==> src/filterPkg.sv <==
`default_nettype none

package filterPkg;

    // Decimation geometry
    localparam int dsr = 4;
    localparam int staggerCount = 2;
    localparam int lookahead = 8;
    localparam int lookback = 8;
    localparam int blockLen = dsr * staggerCount;
    localparam int windowLen = lookahead + lookback + dsr * (staggerCount - 1);
    localparam int lutSize = 4;

    // Coefficient and accumulator formats
    localparam int coefWidth = 16;
    localparam int coefFrac = 14;
    localparam int accWidth = 18;

    typedef logic signed [coefWidth-1:0] coef_t;
    typedef coef_t [0:lookahead-1] coefTable_t;

    // Index 0 is the tap next to the decimation point
    localparam coefTable_t lookaheadCoef = '{3000, 2500, 1800, 1000, 300, -200, -400, -300};
    localparam coefTable_t lookbackCoef = '{3000, 2500, 1800, 1000, 300, -200, -400, -300};

    // Pipeline depth and output alignment
    localparam int pipeBlocks = 3;
    localparam int fillBlocks = (windowLen + blockLen - 1) / blockLen + pipeBlocks;
    // First flagged word is branch 1 of block fillBlocks - pipeBlocks - 2
    localparam int firstPoint = blockLen * (fillBlocks - pipeBlocks - 1) - lookahead;

    typedef struct packed {
        logic signed [accWidth-1:0] sum;
        logic                       phaseTag;
    } branchResult_t;

endpackage

`default_nettype wire

==> src/fxpPkg.sv <==
`default_nettype none

package fxpPkg;

    // Signed Q0.11 before offset coding
    localparam int outWidth = 12;
    localparam int outFrac = 11;

    localparam int roundShift = filterPkg::coefFrac - outFrac;
    localparam int roundHalf = 1 << (roundShift - 1);

    // Saturation limits
    localparam int outMax = (1 << (outWidth - 1)) - 1;
    localparam int outMin = -(1 << (outWidth - 1));

    // Offset binary zero
    localparam logic [outWidth-1:0] midScale = {1'b1, {(outWidth - 1){1'b0}}};

endpackage

`default_nettype wire

==> src/decimationCounter.sv <==
`default_nettype none

module decimationCounter (
    input  logic clkOut,
    input  logic rst,
    output logic blockTick,
    output logic outTick,
    output logic valid
);
    import filterPkg::*;

    localparam int phaseBits = $clog2(blockLen);
    localparam int countBits = $clog2(fillBlocks + 1);

    logic [phaseBits-1:0] phaseCount;
    logic [countBits-1:0] blockCount;

    always_ff @(posedge clkOut) begin
        if (!rst) begin
            phaseCount <= '0;
        end else if (blockTick) begin
            phaseCount <= '0;
        end else begin
            phaseCount <= phaseCount + 1'b1;
        end
    end

    assign blockTick = (phaseCount == phaseBits'(blockLen - 1));
    assign outTick = ((phaseCount % phaseBits'(dsr)) == phaseBits'(dsr - 1));

    // Saturating block count gates valid
    always_ff @(posedge clkOut) begin
        if (!rst) begin
            blockCount <= '0;
            valid <= 1'b0;
        end else begin
            if (blockTick && blockCount != countBits'(fillBlocks)) begin
                blockCount <= blockCount + 1'b1;
            end
            // Wait for a block boundary, first flagged word is a branch 1 result
            if (outTick && blockTick && blockCount == countBits'(fillBlocks)) begin
                valid <= 1'b1;
            end
        end
    end

    blockPeriod: assert property (
        @(posedge clkOut) disable iff (!rst)
        blockTick |=> !blockTick [*blockLen - 1]
    );

endmodule

`default_nettype wire

==> src/sampleWindow.sv <==
`default_nettype none

module sampleWindow (
    input  logic                           clkOut,
    input  logic                           rst,
    input  logic                           bitIn,
    input  logic                           blockTick,
    output logic [filterPkg::windowLen-1:0] windowBits
);
    import filterPkg::*;

    // Newest sample at bit 0
    logic [blockLen-2:0] packBits;

    always_ff @(posedge clkOut) begin
        packBits <= {packBits[blockLen-3:0], bitIn};
    end

    // The sample on the tick edge completes the block
    always_ff @(posedge clkOut) begin
        if (blockTick) begin
            windowBits <= {windowBits[windowLen-blockLen-1:0], packBits, bitIn};
        end
    end

    // Each pushed block holds only post-reset samples
    newBlockKnown: assert property (
        @(posedge clkOut) disable iff (!rst)
        blockTick |=> !$isunknown(windowBits[blockLen-1:0])
    );

endmodule

`default_nettype wire

==> src/lutDotProduct.sv <==
`default_nettype none

module lutDotProduct #(
    parameter filterPkg::coefTable_t coefTable = '0,
    parameter bit                    reversed = 1'b0
) (
    input  logic                                clkOut,
    input  logic                                blockTick,
    input  logic [filterPkg::lookahead-1:0]     taps,
    output logic signed [filterPkg::accWidth-1:0] sum
);
    import filterPkg::*;

    localparam int tapCount = lookahead;
    localparam int groups = tapCount / lutSize;
    localparam int lutEntries = 1 << lutSize;

    typedef logic signed [accWidth-1:0] entry_t;
    typedef entry_t [lutEntries-1:0] entryTable_t;
    typedef entryTable_t [groups-1:0] allTables_t;

    // Bit k of the address set means +coef, clear means -coef
    function automatic allTables_t buildTables();
        allTables_t luts;
        entry_t acc;
        entry_t coef;
        for (int g = 0; g < groups; g++) begin
            for (int addr = 0; addr < lutEntries; addr++) begin
                acc = '0;
                for (int k = 0; k < lutSize; k++) begin
                    coef = entry_t'($signed(coefTable[g * lutSize + k]));
                    if (addr[k]) begin
                        acc = acc + coef;
                    end else begin
                        acc = acc - coef;
                    end
                end
                luts[g][addr] = acc;
            end
        end
        return luts;
    endfunction

    localparam allTables_t luts = buildTables();

    // ordered[j] pairs with coefTable[j]
    logic [tapCount-1:0] ordered;

    for (genvar j = 0; j < tapCount; j++) begin : gOrder
        assign ordered[j] = reversed ? taps[tapCount-1-j] : taps[j];
    end

    entry_t lutReg [groups];
    entry_t treeSum;

    always_ff @(posedge clkOut) begin
        if (blockTick) begin
            for (int g = 0; g < groups; g++) begin
                lutReg[g] <= luts[g][ordered[g*lutSize +: lutSize]];
            end
        end
    end

    always_comb begin
        treeSum = '0;
        for (int g = 0; g < groups; g++) begin
            treeSum = treeSum + lutReg[g];
        end
    end

    always_ff @(posedge clkOut) begin
        if (blockTick) begin
            sum <= treeSum;
        end
    end

endmodule

`default_nettype wire

==> src/staggerBranch.sv <==
`default_nettype none

module staggerBranch #(
    parameter int phase = 0
) (
    input  logic                            clkOut,
    input  logic                            blockTick,
    input  logic [filterPkg::windowLen-1:0] windowBits,
    output filterPkg::branchResult_t        result
);
    import filterPkg::*;

    // Branch 0 reads dsr samples further back than branch 1
    localparam int aheadBase = (staggerCount - 1 - phase) * dsr;
    localparam int backBase = lookahead + aheadBase;

    logic signed [accWidth-1:0] aheadSum;
    logic signed [accWidth-1:0] backSum;
    logic signed [accWidth-1:0] totalSum;

    // Lookahead taps arrive newest first
    lutDotProduct #(
        .coefTable(lookaheadCoef),
        .reversed(1'b1)
    ) i_ahead (
        .clkOut(clkOut),
        .blockTick(blockTick),
        .taps(windowBits[aheadBase +: lookahead]),
        .sum(aheadSum)
    );

    lutDotProduct #(
        .coefTable(lookbackCoef),
        .reversed(1'b0)
    ) i_back (
        .clkOut(clkOut),
        .blockTick(blockTick),
        .taps(windowBits[backBase +: lookback]),
        .sum(backSum)
    );

    assign totalSum = aheadSum + backSum;

    always_ff @(posedge clkOut) begin
        if (blockTick) begin
            result <= '{sum: totalSum, phaseTag: 1'(phase)};
        end
    end

endmodule

`default_nettype wire

==> src/resultSerializer.sv <==
`default_nettype none

module resultSerializer (
    input  logic                     clkOut,
    input  logic                     rst,
    input  logic                     blockTick,
    input  logic                     outTick,
    input  filterPkg::branchResult_t branch0,
    input  filterPkg::branchResult_t branch1,
    output filterPkg::branchResult_t head
);
    import filterPkg::*;

    branchResult_t slots [staggerCount];

    always_ff @(posedge clkOut) begin
        if (!rst) begin
            // Zero sums, tags in branch order
            for (int i = 0; i < staggerCount; i++) begin
                slots[i].sum <= '0;
                slots[i].phaseTag <= 1'(i);
            end
        end else if (blockTick) begin
            slots[0] <= branch0;
            slots[1] <= branch1;
        end else if (outTick) begin
            for (int i = 0; i < staggerCount - 1; i++) begin
                slots[i] <= slots[i+1];
            end
            slots[staggerCount-1] <= '0;
        end
    end

    assign head = slots[0];

    // Mid-block tick sees branch 0, the next tick sees branch 1
    tagAlternates: assert property (
        @(posedge clkOut) disable iff (!rst)
        (outTick && !blockTick) |-> (head.phaseTag == 1'b0) ##dsr (head.phaseTag == 1'b1)
    );

endmodule

`default_nettype wire

==> src/outputFormatter.sv <==
`default_nettype none

module outputFormatter (
    input  logic                          clkOut,
    input  logic                          rst,
    input  logic                          outTick,
    input  filterPkg::branchResult_t      head,
    output logic [fxpPkg::outWidth-1:0]   dataOut,
    output logic                          outStrobe
);
    import filterPkg::*;
    import fxpPkg::*;

    localparam int shiftedWidth = accWidth - roundShift;

    logic signed [accWidth-1:0]     biased;
    logic signed [shiftedWidth-1:0] rounded;
    logic signed [outWidth-1:0]     clamped;
    logic [outWidth-1:0]            offsetWord;

    // Round half up, then drop the extra fraction bits
    assign biased = head.sum + accWidth'(roundHalf);
    assign rounded = shiftedWidth'(biased >>> roundShift);

    always_comb begin
        if (rounded > outMax) begin
            clamped = outWidth'(outMax);
        end else if (rounded < outMin) begin
            clamped = outWidth'(outMin);
        end else begin
            clamped = outWidth'(rounded);
        end
    end

    // Offset binary
    assign offsetWord = {~clamped[outWidth-1], clamped[outWidth-2:0]};

    always_ff @(posedge clkOut) begin
        if (!rst) begin
            dataOut <= midScale;
            outStrobe <= 1'b0;
        end else begin
            outStrobe <= outTick;
            if (outTick) begin
                dataOut <= offsetWord;
            end
        end
    end

endmodule

`default_nettype wire

==> src/firStaggered.sv <==
`default_nettype none

module firStaggered (
    input  logic                        clkOut,
    input  logic                        rst,
    input  logic                        bitIn,
    output logic [fxpPkg::outWidth-1:0] dataOut,
    output logic                        outStrobe,
    output logic                        valid
);
    import filterPkg::*;

    logic                 blockTick;
    logic                 outTick;
    logic [windowLen-1:0] windowBits;
    branchResult_t        branchOut [staggerCount];
    branchResult_t        head;

    decimationCounter i_counter (
        .clkOut(clkOut),
        .rst(rst),
        .blockTick(blockTick),
        .outTick(outTick),
        .valid(valid)
    );

    sampleWindow i_window (
        .clkOut(clkOut),
        .rst(rst),
        .bitIn(bitIn),
        .blockTick(blockTick),
        .windowBits(windowBits)
    );

    for (genvar i = 0; i < staggerCount; i++) begin : gBranch
        staggerBranch #(
            .phase(i)
        ) i_branch (
            .clkOut(clkOut),
            .blockTick(blockTick),
            .windowBits(windowBits),
            .result(branchOut[i])
        );
    end

    resultSerializer i_serializer (
        .clkOut(clkOut),
        .rst(rst),
        .blockTick(blockTick),
        .outTick(outTick),
        .branch0(branchOut[0]),
        .branch1(branchOut[1]),
        .head(head)
    );

    outputFormatter i_formatter (
        .clkOut(clkOut),
        .rst(rst),
        .outTick(outTick),
        .head(head),
        .dataOut(dataOut),
        .outStrobe(outStrobe)
    );

endmodule

`default_nettype wire

==> config.mk <==
export PLATFORM = sky130hd
export DESIGN_NAME = firStaggered
export DESIGN_NICKNAME = d
export VERILOG_FILES = /design/src/filterPkg.sv /design/src/fxpPkg.sv /design/src/decimationCounter.sv /design/src/sampleWindow.sv /design/src/lutDotProduct.sv /design/src/staggerBranch.sv /design/src/resultSerializer.sv /design/src/outputFormatter.sv /design/src/firStaggered.sv
export SDC_FILE = /design/constraint.sdc
export NUM_CORES = 1
export LEC_CHECK = 0
export BUFFER_PORTS_ARGS = -buffer_cell sky130_fd_sc_hd__buf_2
export CAP_MARGIN = 40
export CORE_AREA = 2 2 159 161
export DETAILED_ROUTE_END_ITERATION = 10
export DIE_AREA = 0 0 161 163
export PLACE_DENSITY = 0.81
export RECOVER_POWER = 25
export SLEW_MARGIN = 10
export SYNTH_ARGS = -nofsm -noshare
export SYNTH_HDL_FRONTEND = slang
export SYNTH_SLANG_ARGS = --single-unit
==> constraint.sdc <==
create_clock -name clkOut -period 9.05 [get_ports clkOut]
set_input_delay 1.3575 -clock clkOut [delete_from_list [all_inputs] [get_ports clkOut]]
set_output_delay 1.3575 -clock clkOut [all_outputs]
set_load 0.01 [all_outputs]
=== Word level (Yosys, flattened, before mapping) ===
Memory sizes are Yosys's and may differ from the RTL's. A register that Yosys moved wholly into a read port is not among the register bits.
Index checks and enable logic that the tools add are counted.

* Memory bits (writable): 182
* Register bits after elaboration: 155
* ROM bits: 2,304
* Word-level logic and storage cells: 88
* Memories: 13

{| class="wikitable"
|+ Memories
! memory !! words !! width !! rd ports !! clocked after Yosys merged registers in !! wr ports !! RTL line !! text
|-
| (name not given) || 16 || 18 || 1 || 1 || 0 || lutDotProduct.sv:59 || <nowiki>lutReg[g] <= luts[g][ordered[g*lutSize +: lutSize]];</nowiki>
|-
| (name not given) || 16 || 18 || 1 || 1 || 0 || lutDotProduct.sv:59 ||
|-
| (name not given) || 16 || 18 || 1 || 1 || 0 || lutDotProduct.sv:59 ||
|-
| (name not given) || 16 || 18 || 1 || 1 || 0 || lutDotProduct.sv:59 ||
|-
| (name not given) || 16 || 18 || 1 || 1 || 0 || lutDotProduct.sv:59 ||
|-
| (name not given) || 16 || 18 || 1 || 1 || 0 || lutDotProduct.sv:59 ||
|-
| 7 more memories || n/a || n/a || n/a || n/a || n/a || n/a ||
|}

* Magnitude comparators: 8
* Muxes and demuxes: 31
* Equality and inequality tests: 4
* Reductions and logical operators: 4
* Add/subtract/negate cells: 9
* Bitwise gates (word level): 6

{| class="wikitable"
|+ Operators by type and width
! cell !! number
|-
| $mux W18 || 8
|-
| $add A18 B18 Y18 || 6
|-
| $mux W19 || 4
|-
| $mux W4 || 8
|-
| $lt A4 B5 Y1 const B || 6
|-
| $mux W12 || 2
|-
| $add A18 B4 Y18 const B || 1
|-
| $gt A15 B12 Y1 const B || 1
|-
| $lt A15 B12 Y1 const B || 1
|-
| $mux W1 || 9
|-
| $add A3 B1 Y3 const B || 2
|-
| $eq A3 B3 Y1 const B || 2
|-
| $or A1 B1 Y1 || 4
|-
| $logic_and A1 B1 Y1 || 3
|-
| $ne A3 B3 Y1 const B || 1
|-
| $eq A2 B2 Y1 const B || 1
|-
| $not A1 Y1 || 2
|-
| $reduce_or A2 Y1 || 1
|}

=== Longest topological paths before layout ===
Gate-level depths: netlist of run 1.

* Depth after elaboration: 6
* Depth in mapped cells: 12

=== Cells and area by module ===
Synthesis of run 1 repeated with hierarchy kept, for this count alone.

* Cell total of the unflattened synthesis: 1,351
* Area, all modules: 15,045.7 µm²

{| class="wikitable"
|+ By module, submodules not included
! module !! sequential area each (µm²) !! times used !! area each (µm²) !! cells an instance
|-
| lutDotProduct at gBranch[0].i_branch.i_back ... || 1,051.0 || 3 || 2,074.5 || 181
|-
| lutDotProduct at gBranch[0].i_branch.i_ahead || 1,051.0 || 1 || 2,203.4 || 187
|-
| resultSerializer || 950.9 || 1 || 1,549.0 || 149
|-
| staggerBranch at gBranch[0].i_branch || 540.5 || 1 || 1,470.2 || 149
|-
| staggerBranch at gBranch[1].i_branch || 540.5 || 1 || 1,447.6 || 147
|-
| outputFormatter || 260.2 || 1 || 1,086.0 || 121
|-
| sampleWindow || 740.7 || 1 || 740.7 || 27
|-
| decimationCounter || 140.1 || 1 || 325.3 || 28
|}

=== Least setup slack after synthesis of run 1 ===
No wires, ideal clock.

* Path kind: reg-to-reg
* Start point: register i_counter.phaseCount[0]
* End point: register with a tool-made name
* Setup time: 0.095 ns
* Setup slack: 1.366 ns
* Data arrival time: 7.589 ns
* Path buffers: 3
* Data required time: 8.955 ns
* Stages on the path, launching flop included: 11
* Path through: dfxtp_1 -> ha_1 -> ha_1 -> buf_4 -> buf_4 -> mux2i_1 -> inv_1 -> ha_1 -> buf_1 -> o21ai_0 -> a221oi_1

{| class="wikitable"
|+ RTL lines
! what !! RTL line !! text
|-
| start: declaration || decimationCounter.sv:15 || <nowiki>logic [phaseBits-1:0] phaseCount;</nowiki>
|-
| start signal: assignment || decimationCounter.sv:24 || <nowiki>phaseCount <= phaseCount + 1'b1;</nowiki>
|}

==> impl_results.md, run 1 <==
* Status: finished clean
* Grt ovf at 0
* GP Congestion at 0.834
* Drt drc at 0
* P&R area growth vs syn at 9.81%
* CP peak stage delay at 0.74 ns
* Via density at 5.65
* Worst Path Required at 9.46 ns
* RSZ-0062 raised after global routing: no
* Clock Tree Buf Depth at 3
* Synth Area per Inst at 12.2 sq um
* Pre-CTS setup slack at 5.43 ns
* Die W at 161 um
* Die Y at 163 um
* Worst-Skew Late Latency at 0.51 ns
* Grt met3 use at 3.11%
* Most common cell after layout, fill and taps aside: edfxtp_1
* Syn nets at 1366
* IO Count at 17
* Measured slew at the worst slew-check pin at 1.07 ns
* Wire per inst at 16.1 um
* Post-cts sizing count at 0
* Yosys cell types at 77
* Worst vdd ir at 0.132 mV
* Root Buffer: clkbuf_16
* Worst-path clk slew at 0.06 ns
* Footprint of the multi-input gates at 6200 sq um
* Starting Density at 60.7%
* Crit path time final at 3.63 ns
* Total track usage at 20.2%
* Core area at 24700 sq um
* Post-CTS Setup Bufs at 0
* EDFF count, synth at 203
* First-pass GRT wire length at 42700 um
* CTS Buf Count at 34
* Vias post-DR at 9087
* # nets final at 1392
* Crit path max-delay cell type: mux2i_1
* Clock Skew at 0.0224 ns
* Final worst-path cycle share at 40.1%
* Setup CP Type: reg2reg
* Max-cap violations at 0
* CTS Hold Bufs at 0
* Final WL at 25900 um
* F_max at 0.276 GHz
* Yosys warns at 0
* 1st-iter DRT viols at 595
* Gr busiest metal: met2
* Register area at 8500 sq um
* Synthesized area at 15000 sq um
* Top_reg_cell synth: edfxtp_1
* Setup ws final at 5.42 ns
* Share of the yosys chip area belonging to registers at 56.7%
* Async set or reset register ratio after synthesis at 0%
* DRT Pass-1 Iters at 5
* Inserted Diodes at 0
* Crit-path most repeated cell: ha_1
* Leakage at 6.29 nW
* CTS tree: yes
* Max_slew headroom at 28.4%
* Initial antenna violation count at 0
* Fillcell total at 1772
* CTS Sinks at 323
* Largest net degree at the start of global routing at 218
* Setup TNS at 0 ns
* Critical Path AT at 4.04 ns
* Crit path max fanout at 43
* DP Wirelength at 17800 um
* Crit. End Element: flip-flop
* Final Max Tran Viols at 0
* CP Launch Type: flip-flop
* Layout cells sized above 1 at 8.14%
* Most frequent cells in the layout: 203 x edfxtp_1, 133 x ha_1, 120 x dfxtp_1, 92 x a21oi_1, 79 x o21ai_0
* Vias in the first global route at 8729
* Setup Viol. Count Final at 0
* M2 GR Usage at 37.0%
* H-tree Lvls at 2
* Pwr dens at 179 nW/um^2
* Met1 usage at 24.6%
* Hold/Removal Path Class: reg2reg
* Num rows at 58
* Full die area at 26200 sq um
* Final hold viol count at 0
* Synthesized flop and latch total at 323
* Gate Count Post-Synth at 1225
* IO buf count at 16
* DRT antenna net count at 0
* CP Cell Sequence: ha_1 > ha_4 > mux2i_1 > inv_1 > ha_1 > nand2_1 > o21ai_0 > a221oi_1
[area by class of cell]
class,count,share of cell area (%)
repair buffers,17,0.593
well taps,330,2.51
inverters,46,1.05
multi-input cells,829,37.7
clock inverters,16,0.791
flip-flops and latches,323,51.7
clock buffers,46,5.70
[final timing paths]
| path | end | startpoint | depth (start not counted) | slack (ns) |
|---|---|---|---|---|
| worst max-delay path | flip-flop | i_counter.phaseCount[0]$_SDFF_PP0_ | 8 | 5.42 |
| worst max register to register | flip-flop | i_counter.phaseCount[0]$_SDFF_PP0_ | 8 | 5.42 |
| worst min register to register | i_window.packBits[1]$_DFF_P_ | i_window.packBits[0]$_DFF_P_ | 0 | 0.37 |
| worst min-delay path | i_window.packBits[1]$_DFF_P_ | i_window.packBits[0]$_DFF_P_ | 0 | 0.37 |
[power by group]
part           internal (W)  switching, W  total [W]
clock              0.000765      0.000553    0.00132
combinational     0.0000217     0.0000343  0.0000560
sequential          0.00157    0.00000804    0.00158
[cells in the mapped netlist (12+ instances only)]
cell	instances	share of area, %
o21ai_0	79	2.6
ha_1	134	11
o21a_1	12	0.60
xnor2_1	59	3.4
clkbuf_1	15	0.38
a21boi_0	14	0.70
edfxtp_1	203	41
nor3_1	16	0.53
nand2b_1	17	0.71
nor2b_1	39	1.6
nor2_1	75	1.9
inv_1	43	1.1
xor2_1	13	0.76
dfxtp_1	120	16
a21o_1	20	1.0
a22oi_1	15	0.75
nand2_1	66	1.7
a21oi_1	92	3.1
[metal layers]
layer / vias to the layer above / routed length [um]
li1: 4587 / -
met1: 4289 / 11300
met2: 167 / 13200
met3: 44 / 857
met4: 0 / 560
met5: - / 0
[metrics by stage]
| stage | instances | cell area (sq um) | power (W) | hold slack, ns | utilization, % |
|---|---|---|---|---|---|
| final | 1607 | 16500 | 0.00295 | 0.370 | 66.7 |
| after global placement | 1545 | 15400 | 0.00166 | 0.353 | 62.4 |
| after floorplan | 1225 | 15000 | 0.00165 | 0.342 | - |
| after global routing | 1607 | 16500 | 0.00304 | 0.380 | 66.7 |
| after CTS | 1607 | 16500 | 0.00298 | 0.372 | 66.7 |
| after detailed placement | 1545 | 15400 | 0.00167 | 0.360 | 62.4 |
[critical path: cells and delay by family, from the launching register on]
kind	cells	cell delay [ns]
compound gates	2	0.44
fa+ha+maj	3	1.61
buf+inv	1	0.25
flops	1	0.33
mux	1	0.74
simple gates	1	0.12
[cells by family (layout without fill, tap and decap cells)]
logic type,after synthesis,after routing,share of synthesized area [%]
AOI/OAI and AO/OA,329,329,14.3
DFF,323,323,56.7
and+or+nand+nor,261,261,8.52
adders and majority gates,138,138,11.7
buffers and inverters,73,125,1.95
xor gates and xnor gates,72,72,4.21
muxes,29,29,2.56
Note: power is estimated with default switching activity, not from simulation.
==> inputs of run 2 (changes only) <==
==> constraint.sdc (replaced) <==
create_clock -name clkOut -period 3.6 [get_ports clkOut]
set_input_delay 0.54 -clock clkOut [delete_from_list [all_inputs] [get_ports clkOut]]
set_output_delay 0.54 -clock clkOut [all_outputs]
set_load 0.01 [all_outputs]
==> run 2 against run 1 <==
Net effect: routed wire length up 3.4%; non-clock buffer count up 6; clock skew down 0.0086 ns; critical path type unchanged; largest cell class unchanged.
==> impl_results.md, run 2 (synthesis results as in run 1) <==
* Status: finished clean (unchanged)
* Num rows at 58 (unchanged)
* Vias in the first global route at 8818 (was 8729)
* Most common cell after layout, fill and taps aside: edfxtp_1 (unchanged)
* Clock Skew at 0.0138 ns (was 0.0224 ns)
* Max-cap violations at 0 (unchanged)
* Seq pwr share at 51.9% (was 53.5%)
* CP Cell Sequence: ha_4 > ha_4 > mux2i_4 > inv_2 > ha_4 > nand2_1 > a32oi_1 > o31ai_1 (was ha_1 > ha_4 > mux2i_1 > inv_1 > ha_1 > nand2_1 > o21ai_0 > a221oi_1)
* Vias post-DR at 9274 (was 9087)
* Post-cts sizing count at 0 (unchanged)
* Final Max Tran Viols at 0 (unchanged)
* DRT antenna net count at 0 (unchanged)
* Sw Ratio at 19.8% (was 20.1%)
* Grt ovf at 0 (unchanged)
* DP Wirelength at 18500 um (was 17800 um)
* Measured slew at the worst slew-check pin at 0.674 ns (was 1.07 ns)
* Internal at 0.00614 W (was 0.00236 W)
* Crit-path most repeated cell: ha_4 (was ha_1)
* Setup TNS at 0 ns (unchanged)
* DRT Pass-1 Iters at 5 (unchanged)
* Starting Density at 60.7% (unchanged)
* H-tree Lvls at 2 (unchanged)
* Most frequent cells in the layout: 203 x edfxtp_1, 121 x ha_1, 119 x dfxtp_1, 92 x a21oi_1, 78 x o21ai_0 (was 203 x edfxtp_1, 133 x ha_1, 120 x dfxtp_1, 92 x a21oi_1, 79 x o21ai_0)
* Die W at 161 um (unchanged)
* Setup Viol. Count Final at 0 (unchanged)
* Crit path max-delay cell type: ha_4 (was mux2i_1)
* Critical Path AT at 3.16 ns (was 4.04 ns)
* Die Y at 163 um (unchanged)
* Worst-Skew Late Latency at 0.51 ns (about the same)
* Wire per inst at 16.6 um (was 16.1 um)
* CTS Hold Bufs at 0 (unchanged)
* GP Congestion at 0.862 (was 0.834)
* Max_slew headroom at 53.8% (was 28.4%)
* Clock share of power at 46.1% (was 44.6%)
* Crit. End Element: flip-flop (unchanged)
* Leakage at 6.35 nW (was 6.29 nW)
* RSZ-0062 raised after global routing: no (unchanged)
* Final worst-path cycle share at 77.1% (was 40.1%)
* Hold/Removal Path Class: in2reg (was reg2reg)
* Pwr dens at 457 nW/um^2 (was 179 nW/um^2)
* CTS Sinks at 323 (unchanged)
* Core area at 24700 sq um (unchanged)
* Setup CP Type: reg2reg (unchanged)
* Final hold viol count at 0 (unchanged)
* Pre-CTS setup slack at 0.931 ns (was 5.43 ns)
* Worst Path Required at 3.98 ns (was 9.46 ns)
* Logic pwr share at 2.0% (was 1.9%)
* Met1 usage at 25.3% (was 24.6%)
* Crit path max fanout at 31 (was 43)
* Drt drc at 0 (unchanged)
* Buf/Inv on CP at 1 (unchanged)
* Initial antenna violation count at 0 (unchanged)
* F_max at 0.360 GHz (was 0.276 GHz)
* Min Hold Slack at 0.204 ns (was 0.370 ns)
* Root Buffer: clkbuf_16 (unchanged)
* M2 GR Usage at 37.2% (was 37.0%)
* CTS tree: yes (unchanged)
* Clock Tree Buf Depth at 3 (unchanged)
* Largest net degree at the start of global routing at 92 (was 218)
* Gr busiest metal: met2 (unchanged)
* Via density at 5.75 (was 5.65)
* CTS Buf Count at 34 (unchanged)
* IO buf count at 16 (unchanged)
* Worst-path clk slew at 0.06 ns (about the same)
* Total track usage at 20.6% (was 20.2%)
* Top delay family on crit path: adder cells (unchanged)
* CP Launch Type: flip-flop (unchanged)
* Setup ws final at 0.824 ns (was 5.42 ns)
* Grt met3 use at 2.83% (was 3.11%)
* P_sw at 0.00151 W (was 0.000595 W)
* P&R area growth vs syn at 11.8% (was 9.81%)
* # nets final at 1398 (was 1392)
* Inserted Diodes at 0 (unchanged)
* Final WL at 26800 um (was 25900 um)
* IO Count at 17 (unchanged)
* Full die area at 26200 sq um (unchanged)
* First-pass GRT wire length at 43400 um (was 42700 um)
* Post-CTS Setup Bufs at 0 (unchanged)
* 1st-iter DRT viols at 684 (was 595)
* CP peak stage delay at 0.57 ns (was 0.74 ns)
* Layout cells sized above 1 at 10.8% (was 8.14%)
* Worst vdd ir at 0.342 mV (was 0.132 mV)
* Crit path time final at 2.78 ns (was 3.63 ns)
-- run 2: power groups by stage --
stage          registers [W]  clock network, W  logic (W)
4_1_cts              0.00397           0.00359   0.000150
3_5_place_dp         0.00405                 0   0.000148
6_report             0.00397           0.00353   0.000149
3_3_place_gp         0.00405                 0   0.000142
5_1_grt              0.00397           0.00374   0.000167
2_1_floorplan        0.00405                 0   0.000113
-- run 2: final cells by class --
type	instances	area (sq um)
well taps	330	413
clock inverters	19	220
inverters	46	175
clock buffers	43	926
fillers	1696	7920
multi-input cells	829	6370
repair buffers	23	148
flip-flops and latches	323	8500
-- run 2: stage by stage --
stage               total power, W  cell area, sq um  instances  util [%]
floorplan                  0.00416             15200       1225         -
global placement           0.00419             15600       1550      63.3
detailed placement         0.00420             15600       1550      63.3
CTS                        0.00771             16800       1612      67.9
global route               0.00788             16800       1613      67.9
finish                     0.00765             16800       1613      67.9
-- run 2: path summary, 6_finish.rpt --
| check | start | endpoint | slack, ns | depth (start not counted) |
|---|---|---|---|---|
| min reg2reg | i_window.packBits[5]$_DFF_P_ | i_window.packBits[6]$_DFF_P_ | 0.37 | 0 |
| max reg2reg | i_counter.phaseCount[0]$_SDFF_PP0_ | flip-flop | 0.82 | 8 |
| max | i_counter.phaseCount[0]$_SDFF_PP0_ | flip-flop | 0.82 | 8 |
| min | bitIn | i_window.packBits[0]$_DFF_P_ | 0.20 | 1 |
-- run 2: per-layer routing --
layer / wire length [um] / vias to the layer above
met3: 1030 / 50
li1: - / 4605
met5: 0 / -
met2: 13700 / 219
met1: 11300 / 4400
met4: 754 / 0
